`src/tempSensPkg.sv`:
```
`default_nettype none

package tempSensPkg;

    // Controller phases
    typedef enum logic [2:0] {
        PRECHARGE,
        BANDGAP,
        PTAT,
        TEMPSENS,
        SLEEP
    } phase_t;

    // Steps of one chopped diode cycle
    typedef enum logic [2:0] {
        BLANKBIG,
        BIGDIODE,
        BLANKSMALL,
        DIODE
    } step_t;

    // Big diode step length in clocks
    localparam int bigDiodeCycles = 6;

    // Small diode step length, per phase
    localparam int bgDiodeCycles = 8;
    localparam int ptatDiodeCycles = 16;

    // Phase timer and chop counter width
    localparam int timerWidth = 8;

endpackage

`default_nettype wire

```
`src/cmpFrontEnd.sv`:
```
`timescale 1ns/100ps
`default_nettype none

module cmpFrontEnd #(
    parameter int countWidth = 8
) (
    input  logic                  clk,
    input  logic                  reset,
    input  logic                  cmp,
    input  tempSensPkg::phase_t   phase,
    input  logic                  ptatPolarity,
    input  logic                  chopPhase,
    output logic                  cmpSync,
    output logic                  cmpP1,
    output logic                  cmpP2,
    output logic [countWidth-1:0] tmpCount1,
    output logic [countWidth-1:0] tmpCount2
);

    logic cmpMeta;
    logic cmpPrev;
    logic [1:0] holdoff;
    logic tsChop;
    logic inTempSens;
    logic wasTempSens;
    logic countEdge;

    always_ff @(posedge clk or posedge reset) begin
        if (reset) begin
            cmpMeta <= 1'b0;
            cmpSync <= 1'b0;
            cmpPrev <= 1'b0;
        end else begin
            cmpMeta <= cmp;
            cmpSync <= cmpMeta;
            cmpPrev <= cmpSync;
        end
    end

    assign inTempSens = phase == tempSensPkg::TEMPSENS;

    // Rising edge, still high one clock later, outside the holdoff
    assign countEdge = inTempSens && cmpSync && !cmpPrev && cmpMeta && holdoff == 2'd0;

    always_ff @(posedge clk or posedge reset) begin
        if (reset) begin
            holdoff <= 2'd0;
            tsChop <= 1'b0;
            wasTempSens <= 1'b0;
            tmpCount1 <= '0;
            tmpCount2 <= '0;
        end else begin
            wasTempSens <= inTempSens;
            if (countEdge) begin
                holdoff <= 2'd2;
                tsChop <= ~tsChop;
            end else if (holdoff != 2'd0) begin
                holdoff <= holdoff - 2'd1;
            end
            if (inTempSens && !wasTempSens) begin
                tmpCount1 <= '0;
                tmpCount2 <= '0;
            end else if (countEdge && ptatPolarity) begin
                tmpCount1 <= tmpCount1 + 1'b1;
            end else if (countEdge) begin
                tmpCount2 <= tmpCount2 + 1'b1;
            end
        end
    end

    assign cmpP1 = inTempSens ? tsChop : chopPhase;
    assign cmpP2 = ~cmpP1;

endmodule

`default_nettype wire

```
`src/diodeStepper.sv`:
```
`timescale 1ns/100ps
`default_nettype none

module diodeStepper (
    input  logic                clk,
    input  logic                reset,
    input  tempSensPkg::phase_t phase,
    input  logic                cmpSync,
    output logic                pi1,
    output logic                pi2,
    output logic                pii1,
    output logic                pii2,
    output logic                srcN,
    output logic                snk,
    output logic                chopDone,
    output logic                chopPhase
);

    tempSensPkg::step_t step;
    logic [4:0] stepCount;
    logic [4:0] stepLen;
    logic active;
    logic stepLast;
    logic bigOn;
    logic diodeOn;

    assign active = (phase == tempSensPkg::BANDGAP) || (phase == tempSensPkg::PTAT);

    // Clocks spent in the current step
    always_comb begin
        case (step)
            tempSensPkg::BIGDIODE: begin
                stepLen = 5'(tempSensPkg::bigDiodeCycles);
            end
            tempSensPkg::DIODE: begin
                if (phase == tempSensPkg::PTAT)
                    stepLen = 5'(tempSensPkg::ptatDiodeCycles);
                else
                    stepLen = 5'(tempSensPkg::bgDiodeCycles);
            end
            default: begin
                stepLen = 5'd1;
            end
        endcase
    end

    assign stepLast = stepCount == stepLen - 5'd1;

    always_ff @(posedge clk or posedge reset) begin
        if (reset) begin
            step <= tempSensPkg::BLANKBIG;
            stepCount <= '0;
        end else if (!active) begin
            // Parked so each measuring phase starts with a blank
            step <= tempSensPkg::BLANKBIG;
            stepCount <= '0;
        end else if (stepLast) begin
            stepCount <= '0;
            case (step)
                tempSensPkg::BLANKBIG:   step <= tempSensPkg::BIGDIODE;
                tempSensPkg::BIGDIODE:   step <= tempSensPkg::BLANKSMALL;
                tempSensPkg::BLANKSMALL: step <= tempSensPkg::DIODE;
                default:                 step <= tempSensPkg::BLANKBIG;
            endcase
        end else begin
            stepCount <= stepCount + 5'd1;
        end
    end

    always_ff @(posedge clk or posedge reset) begin
        if (reset)
            chopPhase <= 1'b0;
        else if (chopDone)
            chopPhase <= ~chopPhase;
    end

    assign bigOn = active && step == tempSensPkg::BIGDIODE;
    assign diodeOn = active && step == tempSensPkg::DIODE;

    assign chopDone = diodeOn && stepLast;

    assign pi1 = bigOn;
    assign pi2 = bigOn;
    assign pii1 = diodeOn;
    assign pii2 = diodeOn;

    // Current direction set by the comparator
    assign srcN = bigOn && cmpSync;
    assign snk = bigOn && !cmpSync;

endmodule

`default_nettype wire

```
`src/phaseSequencer.sv`:
```
`timescale 1ns/100ps
`default_nettype none

module phaseSequencer #(
    parameter int prechargeCycles = 16,
    parameter int bandgapChops = 16,
    parameter int ptatMinChops = 5,
    parameter int tempSensCycles = 201,
    parameter int sleepCycles = 32
) (
    input  logic                clk,
    input  logic                reset,
    input  logic                chopDone,
    input  logic                cmpSync,
    output tempSensPkg::phase_t phase,
    output logic                ptatPolarity,
    output logic                sBg2Cmp,
    output logic                sBgCtrl,
    output logic                sPtatCtrl,
    output logic                sCap2Cmp,
    output logic                sRef2Cmp,
    output logic                sCapRst,
    output logic                sPtatOut,
    output logic                sRdisconN,
    output logic                pwrUp,
    output logic                preChrg
);

    tempSensPkg::phase_t nextPhase;
    logic [tempSensPkg::timerWidth-1:0] timer;
    logic [tempSensPkg::timerWidth-1:0] chopCount;
    logic prevChopCmp;

    always_comb begin
        nextPhase = phase;
        case (phase)
            // The first cycle after reset only loads the switch pattern
            tempSensPkg::PRECHARGE: begin
                if (timer == tempSensPkg::timerWidth'(prechargeCycles))
                    nextPhase = tempSensPkg::BANDGAP;
            end
            tempSensPkg::BANDGAP: begin
                if (chopDone && chopCount == tempSensPkg::timerWidth'(bandgapChops - 1))
                    nextPhase = tempSensPkg::PTAT;
            end
            tempSensPkg::PTAT: begin
                // Leave once the comparator flips between chops
                if (chopDone && chopCount >= tempSensPkg::timerWidth'(ptatMinChops - 1) &&
                        cmpSync != prevChopCmp)
                    nextPhase = tempSensPkg::TEMPSENS;
            end
            tempSensPkg::TEMPSENS: begin
                if (timer == tempSensPkg::timerWidth'(tempSensCycles - 1))
                    nextPhase = tempSensPkg::SLEEP;
            end
            tempSensPkg::SLEEP: begin
                if (timer == tempSensPkg::timerWidth'(sleepCycles - 1))
                    nextPhase = tempSensPkg::BANDGAP;
            end
            default: nextPhase = tempSensPkg::PRECHARGE;
        endcase
    end

    always_ff @(posedge clk or posedge reset) begin
        if (reset) begin
            phase <= tempSensPkg::PRECHARGE;
            timer <= '0;
            chopCount <= '0;
            prevChopCmp <= 1'b0;
            ptatPolarity <= 1'b0;
        end else begin
            phase <= nextPhase;
            if (nextPhase != phase) begin
                timer <= '0;
                chopCount <= '0;
            end else begin
                timer <= timer + 1'b1;
                if (chopDone && chopCount != '1)
                    chopCount <= chopCount + 1'b1;
            end
            if (phase == tempSensPkg::PTAT && nextPhase == tempSensPkg::TEMPSENS)
                ptatPolarity <= cmpSync;
            // Comparator at previous chop, zero on PTAT entry
            if (phase != tempSensPkg::PTAT)
                prevChopCmp <= 1'b0;
            else if (chopDone)
                prevChopCmp <= cmpSync;
        end
    end

    // Switch pattern follows the phase being entered
    always_ff @(posedge clk or posedge reset) begin
        if (reset) begin
            {sBg2Cmp, sBgCtrl, sPtatCtrl, sCap2Cmp, sRef2Cmp} <= '0;
            {sCapRst, sPtatOut, sRdisconN, pwrUp, preChrg} <= '0;
        end else begin
            sBg2Cmp <= nextPhase inside {tempSensPkg::BANDGAP, tempSensPkg::PTAT};
            sBgCtrl <= nextPhase inside {tempSensPkg::PRECHARGE, tempSensPkg::BANDGAP};
            sPtatCtrl <= nextPhase inside {tempSensPkg::PRECHARGE, tempSensPkg::PTAT,
                                           tempSensPkg::TEMPSENS};
            sCap2Cmp <= nextPhase == tempSensPkg::TEMPSENS;
            sRef2Cmp <= nextPhase == tempSensPkg::TEMPSENS;
            sPtatOut <= nextPhase == tempSensPkg::TEMPSENS;
            sCapRst <= nextPhase inside {tempSensPkg::PRECHARGE, tempSensPkg::SLEEP};
            sRdisconN <= nextPhase inside {tempSensPkg::PRECHARGE, tempSensPkg::BANDGAP,
                                           tempSensPkg::SLEEP};
            pwrUp <= nextPhase != tempSensPkg::SLEEP;
            preChrg <= nextPhase == tempSensPkg::PRECHARGE;
        end
    end

endmodule

`default_nettype wire

```
`src/tempSensTop.sv`:
```
`timescale 1ns/100ps
`default_nettype none

module tempSensTop #(
    parameter int countWidth = 8,
    parameter int prechargeCycles = 16,
    parameter int bandgapChops = 16,
    parameter int ptatMinChops = 5,
    parameter int tempSensCycles = 201,
    parameter int sleepCycles = 32
) (
    input  logic                  clk,
    input  logic                  reset,
    input  logic                  cmp,
    output logic                  pi1,
    output logic                  pi2,
    output logic                  pii1,
    output logic                  pii2,
    output logic                  srcN,
    output logic                  snk,
    output logic                  cmpP1,
    output logic                  cmpP2,
    output logic                  sBg2Cmp,
    output logic                  sBgCtrl,
    output logic                  sPtatCtrl,
    output logic                  sCap2Cmp,
    output logic                  sRef2Cmp,
    output logic                  sCapRst,
    output logic                  sPtatOut,
    output logic                  sRdisconN,
    output logic                  pwrUp,
    output logic                  preChrg,
    output logic [countWidth-1:0] tmpCount1,
    output logic [countWidth-1:0] tmpCount2
);

    tempSensPkg::phase_t phase;
    logic chopDone;
    logic chopPhase;
    logic cmpSync;
    logic ptatPolarity;

    phaseSequencer #(
        .prechargeCycles(prechargeCycles),
        .bandgapChops   (bandgapChops),
        .ptatMinChops   (ptatMinChops),
        .tempSensCycles (tempSensCycles),
        .sleepCycles    (sleepCycles)
    ) sequencer (
        .clk         (clk),
        .reset       (reset),
        .chopDone    (chopDone),
        .cmpSync     (cmpSync),
        .phase       (phase),
        .ptatPolarity(ptatPolarity),
        .sBg2Cmp     (sBg2Cmp),
        .sBgCtrl     (sBgCtrl),
        .sPtatCtrl   (sPtatCtrl),
        .sCap2Cmp    (sCap2Cmp),
        .sRef2Cmp    (sRef2Cmp),
        .sCapRst     (sCapRst),
        .sPtatOut    (sPtatOut),
        .sRdisconN   (sRdisconN),
        .pwrUp       (pwrUp),
        .preChrg     (preChrg)
    );

    diodeStepper stepper (
        .clk      (clk),
        .reset    (reset),
        .phase    (phase),
        .cmpSync  (cmpSync),
        .pi1      (pi1),
        .pi2      (pi2),
        .pii1     (pii1),
        .pii2     (pii2),
        .srcN     (srcN),
        .snk      (snk),
        .chopDone (chopDone),
        .chopPhase(chopPhase)
    );

    cmpFrontEnd #(
        .countWidth(countWidth)
    ) frontEnd (
        .clk         (clk),
        .reset       (reset),
        .cmp         (cmp),
        .phase       (phase),
        .ptatPolarity(ptatPolarity),
        .chopPhase   (chopPhase),
        .cmpSync     (cmpSync),
        .cmpP1       (cmpP1),
        .cmpP2       (cmpP2),
        .tmpCount1   (tmpCount1),
        .tmpCount2   (tmpCount2)
    );

endmodule

`default_nettype wire

```
`config.mk`:
```
export PLATFORM = sky130hd
export DESIGN_NAME = tempSensTop
export DESIGN_NICKNAME = d
export VERILOG_FILES = /design/src/tempSensPkg.sv /design/src/cmpFrontEnd.sv /design/src/diodeStepper.sv /design/src/phaseSequencer.sv /design/src/tempSensTop.sv
export SDC_FILE = /design/constraint.sdc
export NUM_CORES = 1
export LEC_CHECK = 0
export BUFFER_PORTS_ARGS = -buffer_cell sky130_fd_sc_hd__buf_2
export CAP_MARGIN = 40
export CORE_MARGIN = 2
export CORE_UTILIZATION = 55
export DETAILED_ROUTE_END_ITERATION = 16
export HOLD_SLACK_MARGIN = 0.05
export PLACE_DENSITY_LB_ADDON = 0.08
export RECOVER_POWER = 50
export SYNTH_ARGS = -nofsm -noshare
export SYNTH_HDL_FRONTEND = slang
export SYNTH_SLANG_ARGS = --single-unit
```
`constraint.sdc`:
```
create_clock -name clk -period 6.1 [get_ports clk]
set_input_delay 1.22 -clock clk [delete_from_list [all_inputs] [get_ports clk]]
set_output_delay 1.22 -clock clk [all_outputs]
set_load 0.01 [all_outputs]
```
==> impl_metrics.ini <==
[synthesis]
syn-num-nets = 317
synth-edff-count = 0
async_reset_ff_share_pct = 100
synth_area_per_cell_um2 = 10.4
yosysWarnings = 0
ys.flop_type = dfrtp_1
yosysSeqAreaShare_pct = 48.3
synthCells = 300
synthDistinctLibCells = 50
ys_ff_latch = 60
post_synth_instance_area_um2 = 3110

[route]
drc_errors = 0
routed_wl_um = 5540
firstDrtPassIters = 4
dr.first_iter.drc_count = 67
wl_per_cell_um = 13.4
ant_nets = 0
vias = 2191
via_per_inst = 5.31

[cts]
cts_hold_buf = 0
post_cts_buffers = 0
clock_latency_ns = 0.34
cts_root_buf = clkbuf_8
cts_repair_resize_count = 0
cts_buffers = 9
h-tree-depth = 3
clock_sinks = 60
cts_tree = yes
cts.clk_slew.worst_paths_ns = 0.06
cts_buffer_depth = 2

[timing]
rsz0062_at_grt = no
setup_tns_ns = 0
finalCritPeriodShare_pct = 63.7
period_minus_slack_ns = 3.89
holdWs_ns = 0.421
tightest_slew_ns = 3.17
max_freq_ghz = 0.257
setup_viol = 0
relSlewSlack_pct = -112
skew_ns = 0.00761
slew_viol_final = 61
hold_violations = 0

[placed_design]
place.gp.congestion = 0.843
placed_area_um2 = 3330
port_buffers = 36
hpwl_um = 3890

[global_route]
grt_use_total_pct = 20.0
grt_max_degree = 61
grt_overflow = 0
grt_pass1_vias = 2139
antenna_found_initial = 0
grt_pass1_wl_um = 9690

[worst_hold_path]
hold_path_class = flop to flop

[critical_path]
cpPeakStageDelay_ns = 2.23
crit_chain = buf_2, inv_1, clkbuf_1
critPathMaxFanout = 60
critical_path_class = input port to asynchronous set/reset pin
start_kind = input port
crit_arrival_ns = 3.62
critPathCaptureType = asynchronous set/reset pin
slowest_stage = clkbuf_1
required_ns = 5.83

[floorplanning]
die_h_um = 79.2
die_area_um2 = 6280
die_w_um = 79.2
core_area_um2 = 5470
rows = 27
num_io_pins = 37
start_util_pct = 56.9

[final_layout]
mostFrequentLayoutCells = dfrtp_1, nor2_1, buf_2, xor2_1, nand2_1
diodes = 0
area_growth_pct = 12.6
layout.nets = 354
final_common_cell = dfrtp_1
nFillCells = 486
final_area_um2 = 3500
drive_gt1_share_pct = 19.9

[status]
violations = max-capacitance violations, max-slew violations
status = finished with violations

[power]
cellPowerDensity_nw_per_um2 = 212
static-leakage-power_uw = 0.00174
ir_drop_uv = 136

[job]
drv_cap = 1
==> state kept, by name (all words and copies together) (netlist names), 2 cells and up <==
| name | flops |
|---|---|
| sequencer.timer | 8 |
| frontEnd.tmpCount2 | 8 |
| sequencer.chopCount | 8 |
| sequencer.phase | 3 |
| stepper.step | 2 |
| stepper.stepCount | 5 |
| frontEnd.tmpCount1 | 8 |
| frontEnd.holdoff | 2 |
==> area by class of cell <==
type / instances / area [µm²] / area share, %
Multi-Input combinational cell: 213 / 1480 / 42.2
Clock buffer: 14 / 183 / 5.21
Inverter: 15 / 56.3 / 1.61
Timing Repair Buffer: 38 / 191 / 5.46
Clock inverter: 1 / 5.00 / 0.143
Sequential cell: 60 / 1500 / 42.8
Tap cell: 72 / 90.1 / 2.57
==> cells in the mapped netlist (all sizes together), types with 2 or more instances <==
master	count	area share (%)
nand3	9	1.4
a311oi	2	0.56
clkbuf	3	0.36
o21ai	4	0.64
and2	3	0.60
ha	14	5.6
mux2i	6	1.9
nand4	8	1.6
a211oi	2	0.48
inv	15	1.8
nor3b	4	0.97
and3	10	2.0
xnor2	13	4.1
a21oi	11	1.9
nand2	15	1.8
xor2	20	5.6
nor4b	2	1.0
nor2	43	5.3
nand4b	2	0.56
nor2b	5	1.0
or4b	2	0.64
buf	9	1.9
nor3	12	2.3
or3	3	0.60
dfrtp	60	48
nand2b	6	1.2
mux2	2	0.72
==> worst max-delay path: cells and delay by family <==
kind / cells / cell delay (ns)
buffers and inverters: 3 / 2.36
==> layer usage <==
layer | vias up | GRT usage, % | part of all wire (%)
met5 | - | 0 | 0
met1 | 1060 | 24.9 | 47
met3 | 12 | 6.48 | 3.8
li1 | 1089 | - | -
met4 | 0 | 6.21 | 1.5
met2 | 30 | 33.1 | 47
==> through the flow <==
stage | std cells | worst slack (ns) | utilization [%] | total power, µW
global route | 413 | 1.51 | 64.0 | 768
detailed placement | 398 | 3.40 | 60.8 | 418
CTS | 413 | 3.04 | 64.2 | 754
global placement | 397 | 3.46 | 60.6 | 418
floorplan | 300 | 3.40 | - | 414
finish | 413 | 2.21 | 64.0 | 743
==> worst paths after layout <==
check                                             start                              end  slack, ns  depth (start not counted)
setup / recovery                                  reset  frontEnd.holdoff[1]$_DFFE_PP0P_       2.21                          3
hold / removal               frontEnd.cmpMeta$_DFF_PP0_       frontEnd.cmpSync$_DFF_PP0_       0.42                          0
setup reg to reg           sequencer.phase[1]$_DFF_PP0_     sequencer.sCap2Cmp$_DFF_PP0_       3.39                          7
hold reg to reg              frontEnd.cmpMeta$_DFF_PP0_       frontEnd.cmpSync$_DFF_PP0_       0.42                          0
max in group clk           sequencer.phase[0]$_DFF_PP0_                             pii1       3.05                          5
min in group asynchronous                         reset     sequencer.timer[5]$_DFF_PP0_       2.09                          3
==> report_power, final <==
| part | total, µW | internal (µW) | leakage [µW] | switching, µW |
|---|---|---|---|---|
| sequential | 400 | 399 | 0.000796 | 1.25 |
| clock | 334 | 189 | 0.0000986 | 144 |
| combinational | 9.03 | 1.11 | 0.000843 | 7.91 |
| total | 743 | 589 | 0.00174 | 154 |
==> cells by family (layout without fill, tap and decap cells) <==
group | after synthesis | count (layout) | share of synthesized area, %
adders and majority gates | 14 | 14 | 5.63
buffers and inverters | 27 | 68 | 4.10
muxes | 8 | 8 | 2.65
DFF | 60 | 60 | 48.3
and+or+nand+nor | 130 | 130 | 23.0
AOI/OAI and AO/OA | 28 | 28 | 6.63
xor gates and xnor gates | 33 | 33 | 9.77
No activity file was read; power rests on OpenSTA's default activity.
